--- src/nkmd_cpu_params.svh ---
`ifndef NKMD_CPU_PARAMS_SVH
`define NKMD_CPU_PARAMS_SVH
`default_nettype none

`define NKMD_WORD_W   32
`define NKMD_REGSEL_W 4
`define NKMD_ALUSEL_W 3
`define NKMD_MWSEL_W  2

// Instruction fields
`define NKMD_F_MWSEL_HI 30
`define NKMD_F_MWSEL_LO 29
`define NKMD_F_RREAD    28
`define NKMD_F_RD_HI    27
`define NKMD_F_RD_LO    24
`define NKMD_F_ALU_HI   23
`define NKMD_F_ALU_LO   21
`define NKMD_F_RS_HI    20
`define NKMD_F_RS_LO    17
`define NKMD_F_IMMEN    16
`define NKMD_F_SIGN     15
`define NKMD_F_IMM_HI   14
`define NKMD_F_IMM_LO   0
`define NKMD_F_RT_HI    11
`define NKMD_F_RT_LO    8

// Register numbers
`define NKMD_REG_A  1
`define NKMD_REG_J  10
`define NKMD_REG_SL 12
`define NKMD_REG_SH 13

`default_nettype wire
`endif

--- src/nkmd_cpu_pkg.sv ---
`include "nkmd_cpu_params.svh"
`default_nettype none

package nkmd_cpu_pkg;

    typedef logic [`NKMD_WORD_W-1:0]   word_t;
    typedef logic [`NKMD_REGSEL_W-1:0] regsel_t;

    // Codes 5 to 7 give zero
    typedef enum logic [`NKMD_ALUSEL_W-1:0] {
        ALU_ADD   = 3'd0,
        ALU_SUB   = 3'd1,
        ALU_OR    = 3'd2,
        ALU_AND   = 3'd3,
        ALU_XOR   = 3'd4,
        ALU_RESV  = 3'd5,
        ALU_CLAMP = 3'd6,
        ALU_MUL   = 3'd7
    } alusel_t;

    // Result destination, T and C discard
    typedef enum logic [`NKMD_MWSEL_W-1:0] {
        MW_REG = 2'd0,
        MW_R   = 2'd1,
        MW_T   = 2'd2,
        MW_C   = 2'd3
    } mwsel_t;

endpackage

`default_nettype wire

--- src/nkmd_cpu_fetch.sv ---
`timescale 1ns/1ps
`default_nettype none

module nkmd_cpu_fetch import nkmd_cpu_pkg::*; (
    input  wire        clk,
    input  wire        rst,
    input  wire word_t p_data_i,
    output word_t      p_addr_o,
    output word_t      inst_o
);

    word_t pc_q;

    // No jumps, the counter only steps forward
    always_ff @(posedge clk) begin
        if (rst) begin
            pc_q <= '0;
        end else begin
            pc_q <= pc_q + 1'b1;
        end
    end

    assign p_addr_o = pc_q;
    assign inst_o   = p_data_i;

endmodule

`default_nettype wire

--- src/nkmd_cpu_decode.sv ---
`timescale 1ns/1ps
`include "nkmd_cpu_params.svh"
`default_nettype none

module nkmd_cpu_decode import nkmd_cpu_pkg::*; (
    input  wire        clk,
    input  wire        rst,
    input  wire word_t inst_i,
    output regsel_t    rssel_o,
    output regsel_t    rtsel_o,
    output regsel_t    rdsel_o,
    output alusel_t    alusel_o,
    output word_t      imm_o,
    output logic       imm_en_o,
    output logic       r_read_en_o,
    output mwsel_t     mwsel_o
);

    logic rst_d_q;
    word_t imm_ext;

    always_ff @(posedge clk) begin
        rst_d_q <= rst;
    end

    assign imm_ext = {{(`NKMD_WORD_W - 15){inst_i[`NKMD_F_SIGN]}},
                      inst_i[`NKMD_F_IMM_HI:`NKMD_F_IMM_LO]};

    // Cleared state is add into register 0, a no-op
    always_ff @(posedge clk) begin
        if (rst || rst_d_q) begin
            rssel_o     <= '0;
            rtsel_o     <= '0;
            rdsel_o     <= '0;
            alusel_o    <= ALU_ADD;
            imm_o       <= '0;
            imm_en_o    <= 1'b0;
            r_read_en_o <= 1'b0;
            mwsel_o     <= MW_REG;
        end else begin
            rssel_o     <= inst_i[`NKMD_F_RS_HI:`NKMD_F_RS_LO];
            rtsel_o     <= inst_i[`NKMD_F_RT_HI:`NKMD_F_RT_LO];
            rdsel_o     <= inst_i[`NKMD_F_RD_HI:`NKMD_F_RD_LO];
            alusel_o    <= alusel_t'(inst_i[`NKMD_F_ALU_HI:`NKMD_F_ALU_LO]);
            imm_o       <= imm_ext;
            imm_en_o    <= inst_i[`NKMD_F_IMMEN];
            r_read_en_o <= inst_i[`NKMD_F_RREAD];
            mwsel_o     <= mwsel_t'(inst_i[`NKMD_F_MWSEL_HI:`NKMD_F_MWSEL_LO]);
        end
    end

endmodule

`default_nettype wire

--- src/nkmd_cpu_regfile.sv ---
`timescale 1ns/1ps
`include "nkmd_cpu_params.svh"
`default_nettype none

module nkmd_cpu_regfile import nkmd_cpu_pkg::*; (
    input  wire          clk,
    input  wire          rst,
    input  wire regsel_t rssel_i,
    input  wire regsel_t rtsel_i,
    input  wire regsel_t rdsel_i,
    input  wire regsel_t wb_sel_i,
    input  wire word_t   wb_val_i,
    output word_t        rsval_o,
    output word_t        rtval_o,
    output word_t        rdval_o
);

    // Slot 11 is never written
    word_t regs_q [`NKMD_REG_A:`NKMD_REG_SH];

    // a to j, sl and sh
    function automatic logic implemented(regsel_t sel);
        return (sel >= `NKMD_REG_A && sel <= `NKMD_REG_J) ||
               sel == `NKMD_REG_SL || sel == `NKMD_REG_SH;
    endfunction

    function automatic word_t read_reg(regsel_t sel);
        return implemented(sel) ? regs_q[sel] : '0;
    endfunction

    always_comb begin
        rsval_o = read_reg(rssel_i);
        rtval_o = read_reg(rtsel_i);
        rdval_o = read_reg(rdsel_i);
    end

    always_ff @(posedge clk) begin
        if (rst) begin
            for (int i = `NKMD_REG_A; i <= `NKMD_REG_SH; i++) begin
                regs_q[i] <= '0;
            end
        end else if (implemented(wb_sel_i)) begin
            regs_q[wb_sel_i] <= wb_val_i;
        end
    end

endmodule

`default_nettype wire

--- src/nkmd_cpu_mem.sv ---
`timescale 1ns/1ps
`default_nettype none

module nkmd_cpu_mem import nkmd_cpu_pkg::*; (
    input  wire          clk,
    input  wire          rst,
    input  wire word_t   imm_i,
    input  wire          imm_en_i,
    input  wire          r_read_en_i,
    input  wire word_t   rsval_i,
    input  wire word_t   rtval_i,
    input  wire word_t   rdval_i,
    input  wire alusel_t alusel_i,
    input  wire regsel_t rdsel_i,
    input  wire mwsel_t  mwsel_i,
    input  wire word_t   r_data_i,
    output word_t        r_read_addr_o,
    output word_t        sval_o,
    output word_t        tval_o,
    output word_t        dval_o,
    output alusel_t      alusel_o,
    output regsel_t      rdsel_o,
    output mwsel_t       mwsel_o
);

    word_t addr_q;
    logic  r_read_en_q;

    // Effective address, also the immediate operand path
    assign r_read_addr_o = imm_en_i ? imm_i : rtval_i;

    always_ff @(posedge clk) begin
        if (rst) begin
            r_read_en_q <= 1'b0;
            alusel_o    <= ALU_ADD;
            rdsel_o     <= '0;
            mwsel_o     <= MW_REG;
        end else begin
            r_read_en_q <= r_read_en_i;
            alusel_o    <= alusel_i;
            rdsel_o     <= rdsel_i;
            mwsel_o     <= mwsel_i;
        end
    end

    always_ff @(posedge clk) begin
        addr_q <= r_read_addr_o;
        sval_o <= rsval_i;
        dval_o <= rdval_i;
    end

    // R data arrives one cycle after the address
    assign tval_o = r_read_en_q ? r_data_i : addr_q;

endmodule

`default_nettype wire

--- src/nkmd_cpu_execute.sv ---
`timescale 1ns/1ps
`default_nettype none

module nkmd_cpu_execute import nkmd_cpu_pkg::*; (
    input  wire          clk,
    input  wire          rst,
    input  wire word_t   sval_i,
    input  wire word_t   tval_i,
    input  wire word_t   dval_i,
    input  wire alusel_t alusel_i,
    input  wire regsel_t rdsel_i,
    input  wire mwsel_t  mwsel_i,
    input  wire word_t   r_read_addr_i,
    output regsel_t      rf_sel_o,
    output word_t        rf_val_o,
    output word_t        r_addr_o,
    output word_t        r_data_o,
    output logic         r_we_o
);

    word_t   alu_d;
    word_t   alu_q;
    word_t   dval_q;
    regsel_t rdsel_q;
    mwsel_t  mwsel_q;

    always_comb begin
        case (alusel_i)
            ALU_ADD: alu_d = sval_i + tval_i;
            ALU_SUB: alu_d = sval_i - tval_i;
            ALU_OR:  alu_d = sval_i | tval_i;
            ALU_AND: alu_d = sval_i & tval_i;
            ALU_XOR: alu_d = sval_i ^ tval_i;
            // Reserved, clamp and mul
            default: alu_d = '0;
        endcase
    end

    always_ff @(posedge clk) begin
        if (rst) begin
            rdsel_q <= '0;
            mwsel_q <= MW_REG;
        end else begin
            rdsel_q <= rdsel_i;
            mwsel_q <= mwsel_i;
        end
    end

    always_ff @(posedge clk) begin
        alu_q  <= alu_d;
        dval_q <= dval_i;
    end

    // Writeback steering
    assign rf_sel_o = (mwsel_q == MW_REG) ? rdsel_q : '0;
    assign rf_val_o = alu_q;
    assign r_we_o   = (mwsel_q == MW_R);
    assign r_data_o = alu_q;
    // A store takes the address port from the pending read
    assign r_addr_o = r_we_o ? dval_q : r_read_addr_i;

endmodule

`default_nettype wire

--- src/nkmd_cpu.sv ---
`timescale 1ns/1ps
`default_nettype none

module nkmd_cpu import nkmd_cpu_pkg::*; (
    input  wire        clk,
    input  wire        rst,
    input  wire word_t p_data_i,
    input  wire word_t r_data_i,
    output word_t      p_addr_o,
    output word_t      r_addr_o,
    output word_t      r_data_o,
    output logic       r_we_o
);

    // Fetch to decode
    word_t   inst;

    // Decode outputs
    regsel_t dcd_rssel;
    regsel_t dcd_rtsel;
    regsel_t dcd_rdsel;
    alusel_t dcd_alusel;
    word_t   dcd_imm;
    logic    dcd_imm_en;
    logic    dcd_r_read_en;
    mwsel_t  dcd_mwsel;

    // Register file ports
    word_t   rf_rsval;
    word_t   rf_rtval;
    word_t   rf_rdval;
    regsel_t wb_sel;
    word_t   wb_val;

    // Memory stage to execute
    word_t   mem_r_read_addr;
    word_t   mem_sval;
    word_t   mem_tval;
    word_t   mem_dval;
    alusel_t mem_alusel;
    regsel_t mem_rdsel;
    mwsel_t  mem_mwsel;

    nkmd_cpu_fetch fetch_inst (
        .clk      (clk),
        .rst      (rst),
        .p_data_i (p_data_i),
        .p_addr_o (p_addr_o),
        .inst_o   (inst)
    );

    nkmd_cpu_decode decode_inst (
        .clk         (clk),
        .rst         (rst),
        .inst_i      (inst),
        .rssel_o     (dcd_rssel),
        .rtsel_o     (dcd_rtsel),
        .rdsel_o     (dcd_rdsel),
        .alusel_o    (dcd_alusel),
        .imm_o       (dcd_imm),
        .imm_en_o    (dcd_imm_en),
        .r_read_en_o (dcd_r_read_en),
        .mwsel_o     (dcd_mwsel)
    );

    nkmd_cpu_regfile regfile_inst (
        .clk      (clk),
        .rst      (rst),
        .rssel_i  (dcd_rssel),
        .rtsel_i  (dcd_rtsel),
        .rdsel_i  (dcd_rdsel),
        .wb_sel_i (wb_sel),
        .wb_val_i (wb_val),
        .rsval_o  (rf_rsval),
        .rtval_o  (rf_rtval),
        .rdval_o  (rf_rdval)
    );

    nkmd_cpu_mem mem_inst (
        .clk           (clk),
        .rst           (rst),
        .imm_i         (dcd_imm),
        .imm_en_i      (dcd_imm_en),
        .r_read_en_i   (dcd_r_read_en),
        .rsval_i       (rf_rsval),
        .rtval_i       (rf_rtval),
        .rdval_i       (rf_rdval),
        .alusel_i      (dcd_alusel),
        .rdsel_i       (dcd_rdsel),
        .mwsel_i       (dcd_mwsel),
        .r_data_i      (r_data_i),
        .r_read_addr_o (mem_r_read_addr),
        .sval_o        (mem_sval),
        .tval_o        (mem_tval),
        .dval_o        (mem_dval),
        .alusel_o      (mem_alusel),
        .rdsel_o       (mem_rdsel),
        .mwsel_o       (mem_mwsel)
    );

    nkmd_cpu_execute execute_inst (
        .clk           (clk),
        .rst           (rst),
        .sval_i        (mem_sval),
        .tval_i        (mem_tval),
        .dval_i        (mem_dval),
        .alusel_i      (mem_alusel),
        .rdsel_i       (mem_rdsel),
        .mwsel_i       (mem_mwsel),
        .r_read_addr_i (mem_r_read_addr),
        .rf_sel_o      (wb_sel),
        .rf_val_o      (wb_val),
        .r_addr_o      (r_addr_o),
        .r_data_o      (r_data_o),
        .r_we_o        (r_we_o)
    );

endmodule

`default_nettype wire

--- config.mk ---
export PLATFORM = sky130hd
export DESIGN_NAME = nkmd_cpu
export DESIGN_NICKNAME = d
export VERILOG_FILES = /design/src/nkmd_cpu_pkg.sv /design/src/nkmd_cpu_fetch.sv /design/src/nkmd_cpu_decode.sv /design/src/nkmd_cpu_regfile.sv /design/src/nkmd_cpu_mem.sv /design/src/nkmd_cpu_execute.sv /design/src/nkmd_cpu.sv
export VERILOG_INCLUDE_DIRS = /design/src
export SDC_FILE = /design/constraint.sdc
export NUM_CORES = 2
export LEC_CHECK = 0
export BUFFER_PORTS_ARGS = -buffer_cell sky130_fd_sc_hd__buf_2
export CORE_ASPECT_RATIO = 1.1
export CORE_MARGIN = 2
export CORE_UTILIZATION = 55
export CTS_CLUSTER_SIZE = 25
export DETAILED_ROUTE_END_ITERATION = 8
export GPL_ROUTABILITY_DRIVEN = 1
export PLACE_DENSITY_LB_ADDON = 0.25
export SETUP_SLACK_MARGIN = 0.02
export SYNTH_ARGS = -nofsm -noshare
export SYNTH_HDL_FRONTEND = slang
export SYNTH_SLANG_ARGS = --single-unit
export TNS_END_PERCENT = 100
--- constraint.sdc ---
create_clock -name clk -period 8.7 [get_ports clk]
set_clock_uncertainty 0.15 [all_clocks]
set_input_delay 0.435 -clock clk [delete_from_list [all_inputs] [get_ports clk]]
set_output_delay 0.435 -clock clk [all_outputs]
set_load 0.02 [all_outputs]
==> reports/qor.yml <==
detailed_routing:
  vias_per_cell: 6.67
  first_iter_violations: 3711
  wl_per_cell_um: 29.8
  postRouteAntennaNets: 0
  first_pass_iters: 5
  num_vias: 27500
  drc: 0
  drt_wl_total_mm: 123
yosys:
  synthArstFlopShare_pct: 0
  synth_top_area_share_pct: 37.3
  ys_warn_count: 0
  ys_seq_area_share_pct: 48.9
  yosysTopAreaCell: "edfxtp_1"
  synth_area_leaders: "edfxtp_1, mux4_2, dfxtp_1"
  ys_types: 76
  ys.flop_type: "edfxtp_1"
  postSynthCellCount: 2873
  synth-edff-count: 512
  syn_area_um2: 41200
  ys_seq_elements: 752
  syn_area_per_cell_um2: 14.4
floorplanning:
  rows: 105
  ios: 163
  die_y_um: 291
  die_area_um2: 77200
  core_area_um2: 74400
  die_x_um: 265
  initial_core_util_pct: 55.5
worst_setup_path:
  r2r-start: "mem_inst.r_read_en_q"
  end_kind: "flop"
  rr_endpoint: "execute_inst.r_data_o[22]"
  critical-path-slowest-cell: "o21ai_0"
  path_cells: "mux2i_1, ha_1, o21ai_1, a2111o_1, nor2_4, a21oi_1, xnor2_1, ha_1, a21oi_1, o21ai_0, or3_1, o21ai_0, o21ai_0, a41oi_1, xnor2_1, o221ai_1"
  crit_fanout: 20
  cpPeakStageDelay_ns: 0.70
  reg2reg_slack_ns: 3.07
  critPathKind: "flop to flop"
  worst_r2r_path_depth: 16
  crit_required_ns: 9.02
  path_common_cell: "o21ai_0"
  start_kind: "flop"
  cp.arrival_ns: 5.95
clocking:
  clk_pin_slew_ns: 0.06
  clk_latency_ns: 0.63
  cts-root-buf: "clkbuf_16"
  cts_max_level: 3
  cts_resized: 0
  cts_sinks: 752
  cts_setup_buffers: 0
  cts_tree: "built"
  clockBufferDepth: 3
  cts_buffers: 79
grt:
  grt_use_met3_pct: 6.84
  use_met2_pct: 51.2
  grt_usage_pct: 32.1
  met1_usage_pct: 43.2
  grt_pass1_vias: 28200
  grt.busiest_layer: "met2"
  grt_max_degree: 93
  antenna_found_initial: 10
  grt_first_pass_wirelength_mm: 180
  gr-total-overflow: 0
timing:
  relSlewSlack_pct: 16.7
  drv_slew: 0
  setup_tns_ns: 0
  rsz0062_at_grt: "no"
  min_period_over_period_pct: 64.7
  worst_slew_pin_slew_ns: 1.25
  setup-violations-final: 0
  hold_viol_final: 0
  holdWs_ns: 0.151
  period_needed_ns: 5.63
  timing.fmax_ghz: 0.178
worst_hold_path:
  hold_path_class: "input pin to flop"
  worstHoldStart: "rst"
  holdPathEnd: "decode_inst.rst_d_q"
  hold_depth: 1
power:
  vdd_drop_max_v: 0.000129
  p_leak_nw: 17.1
  powerDensity_nw_per_um2: 223
placement:
  gp_congestion: 0.936
  place_inst: 3940
  portBuffers: 161
  hpwl_mm: 74.1
cells_and_area:
  multiInputGateArea_um2: 20400
  final_util_pct: 62.3
  finalNonFillerCells: 4120
  nets: 3254
  drive_gt1_share_pct: 29.4
  n_fill_cell: 5437
  regArea_um2: 20200
  area_growth_pct: 12.3
outcome:
  status: "complete, no violations"
flow_run:
  drv_cap: 0
report_power, final:
group	total [mW]	leakage, nW	internal [mW]	switching [mW]
clock network	3.52	1.33	2.08	1.44
logic	1.99	8.52	0.913	1.07
registers	4.81	7.22	4.25	0.554
total	10.3	17.1	7.25	3.06
critical path: cells and delay by family (launching register included):
family,cells,cell delay (ns)
adder cells (fa/ha/maj),2,0.51
multiplexers,1,0.52
XOR/XNOR,2,0.35
AND/OR/NAND/NOR,2,0.56
AO/OA/AOI/OAI,9,2.72
flip-flops,1,0.66
stage by stage:
stage | setup WS (ns) | power [mW] | cell area, um2
finish | 3.07 | 10.3 | 46300
global route | 2.79 | 10.6 | 46300
floorplan | 4.45 | 6.00 | 41700
global placement | 3.19 | 6.72 | 43300
CTS | 3.16 | 10.3 | 46300
detailed placement | 3.18 | 6.80 | 43300
cells by family (layout without fill, tap and decap cells):
kind of cell / Yosys count / after routing / synth area share, %
xor+xnor: 79 / 79 / 1.68
simple gates: 856 / 856 / 11.8
other cells: 1 / 129 / 0.00909
mux: 547 / 547 / 28.0
flops: 752 / 752 / 48.9
buf+inv: 314 / 470 / 2.96
compound gates: 225 / 225 / 3.58
fa+ha+maj: 99 / 99 / 3.02
synthesized netlist by cell type (all sizes together), types with 3 or more instances:
| cell | count |
|---|---|
| a41oi | 4 |
| nand3b | 3 |
| a31oi | 8 |
| nand2b | 10 |
| ha | 98 |
| nor4b | 3 |
| mux4 | 479 |
| o21bai | 3 |
| dfxtp | 240 |
| o21a | 3 |
| o221ai | 23 |
| xnor2 | 50 |
| or3 | 13 |
| edfxtp | 512 |
| a22o | 14 |
| buf | 49 |
| nor2 | 113 |
| nor3 | 12 |
| a21o | 15 |
| o211a | 3 |
| mux2i | 32 |
| a21oi | 85 |
| and2 | 420 |
| mux2 | 36 |
| inv | 74 |
| nor3b | 3 |
| nand3 | 21 |
| nand2 | 107 |
| xor2 | 29 |
| nor2b | 88 |
| o21ai | 29 |
| and3 | 9 |
| nand4 | 17 |
| o22ai | 6 |
| clkbuf | 191 |
| o211ai | 6 |
| or2 | 19 |
| nor4 | 6 |
| and4 | 4 |
| o31ai | 7 |
| or4 | 5 |
cells in the final DEF, fill, tap and decap left out, types with 9 or more instances in the layout:
cell	instances
and2_1	420
nand2b_1	9
or3_1	13
clkbuf_8	10
nand3_1	21
nor3_1	11
mux2i_1	27
mux2_2	36
edfxtp_1	512
xnor2_1	50
nor2_1	99
nand2_1	106
mux4_2	479
a21oi_1	85
o21ai_0	27
a22o_1	14
clkbuf_1	15
xor2_1	29
clkinv_2	13
nor2_2	13
a21o_1	15
buf_4	56
dlygate4sd3_1	31
or2_2	18
inv_1	69
nand4_1	16
ha_1	98
o221ai_1	22
buf_2	160
clkbuf_16	85
dfxtp_1	227
nor2b_1	86
conb_1	128
state kept, by name (all words and copies together), names as in the netlist:
signal	cells
execute_inst.r_data_o	32
decode_inst.imm_o	16
mem_inst.sval_o	32
decode_inst.rssel_o	4
mem_inst.dval_o	32
decode_inst.rst_d_q	1
mem_inst.mwsel_o	2
decode_inst.rdsel_o	4
mem_inst.r_read_en_q	1
decode_inst.r_read_en_o	1
decode_inst.imm_en_o	1
mem_inst.alusel_o	3
execute_inst.dval_q	32
regfile_inst.regs_q	512
fetch_inst.p_addr_o	32
decode_inst.mwsel_o	2
execute_inst.mwsel_q	2
mem_inst.addr_q	32
mem_inst.rdsel_o	4
decode_inst.alusel_o	3
execute_inst.rdsel_q	4
cell type report:
cell class                      count  share of cell area (%)
Sequential cell                   752                    43.6
Inverter                           74                   0.600
Tap cell                          963                    2.60
Timing Repair Buffer              248                    3.35
Clock buffer                      112                    5.03
Antenna cell                        1                 0.00540
Clock inverter                     36                   0.797
Multi-Input combinational cell   1934                    44.0
layer usage:
metal	up-vias	part of all wire [%]
met4	0	4.5
met1	13900	36
met3	344	12
li1	11300	-
met2	1906	47
met5	-	0
what timing repair did:
action | 4_1_cts | 5_1_grt
endpoints found under the hold margin | 31 | 0
setup endpoints to repair | 0 | 0
hold buffers | 31 | 0
worst max-delay path by stage:
stage	startpoint	end	slack, ns	depth (start not counted)
after floorplan	mem_inst.r_read_en_q	execute_inst.r_data_o[31]	4.45	18
after global placement	mem_inst.r_read_en_q	execute_inst.r_data_o[22]	3.19	16
after detailed placement	mem_inst.r_read_en_q	execute_inst.r_data_o[22]	3.18	16
after CTS	mem_inst.r_read_en_q	execute_inst.r_data_o[22]	3.16	16
after global routing	mem_inst.r_read_en_q	execute_inst.r_data_o[27]	2.79	15
final	mem_inst.r_read_en_q	execute_inst.r_data_o[22]	3.07	16
Note: power is estimated with default switching activity, not from simulation.
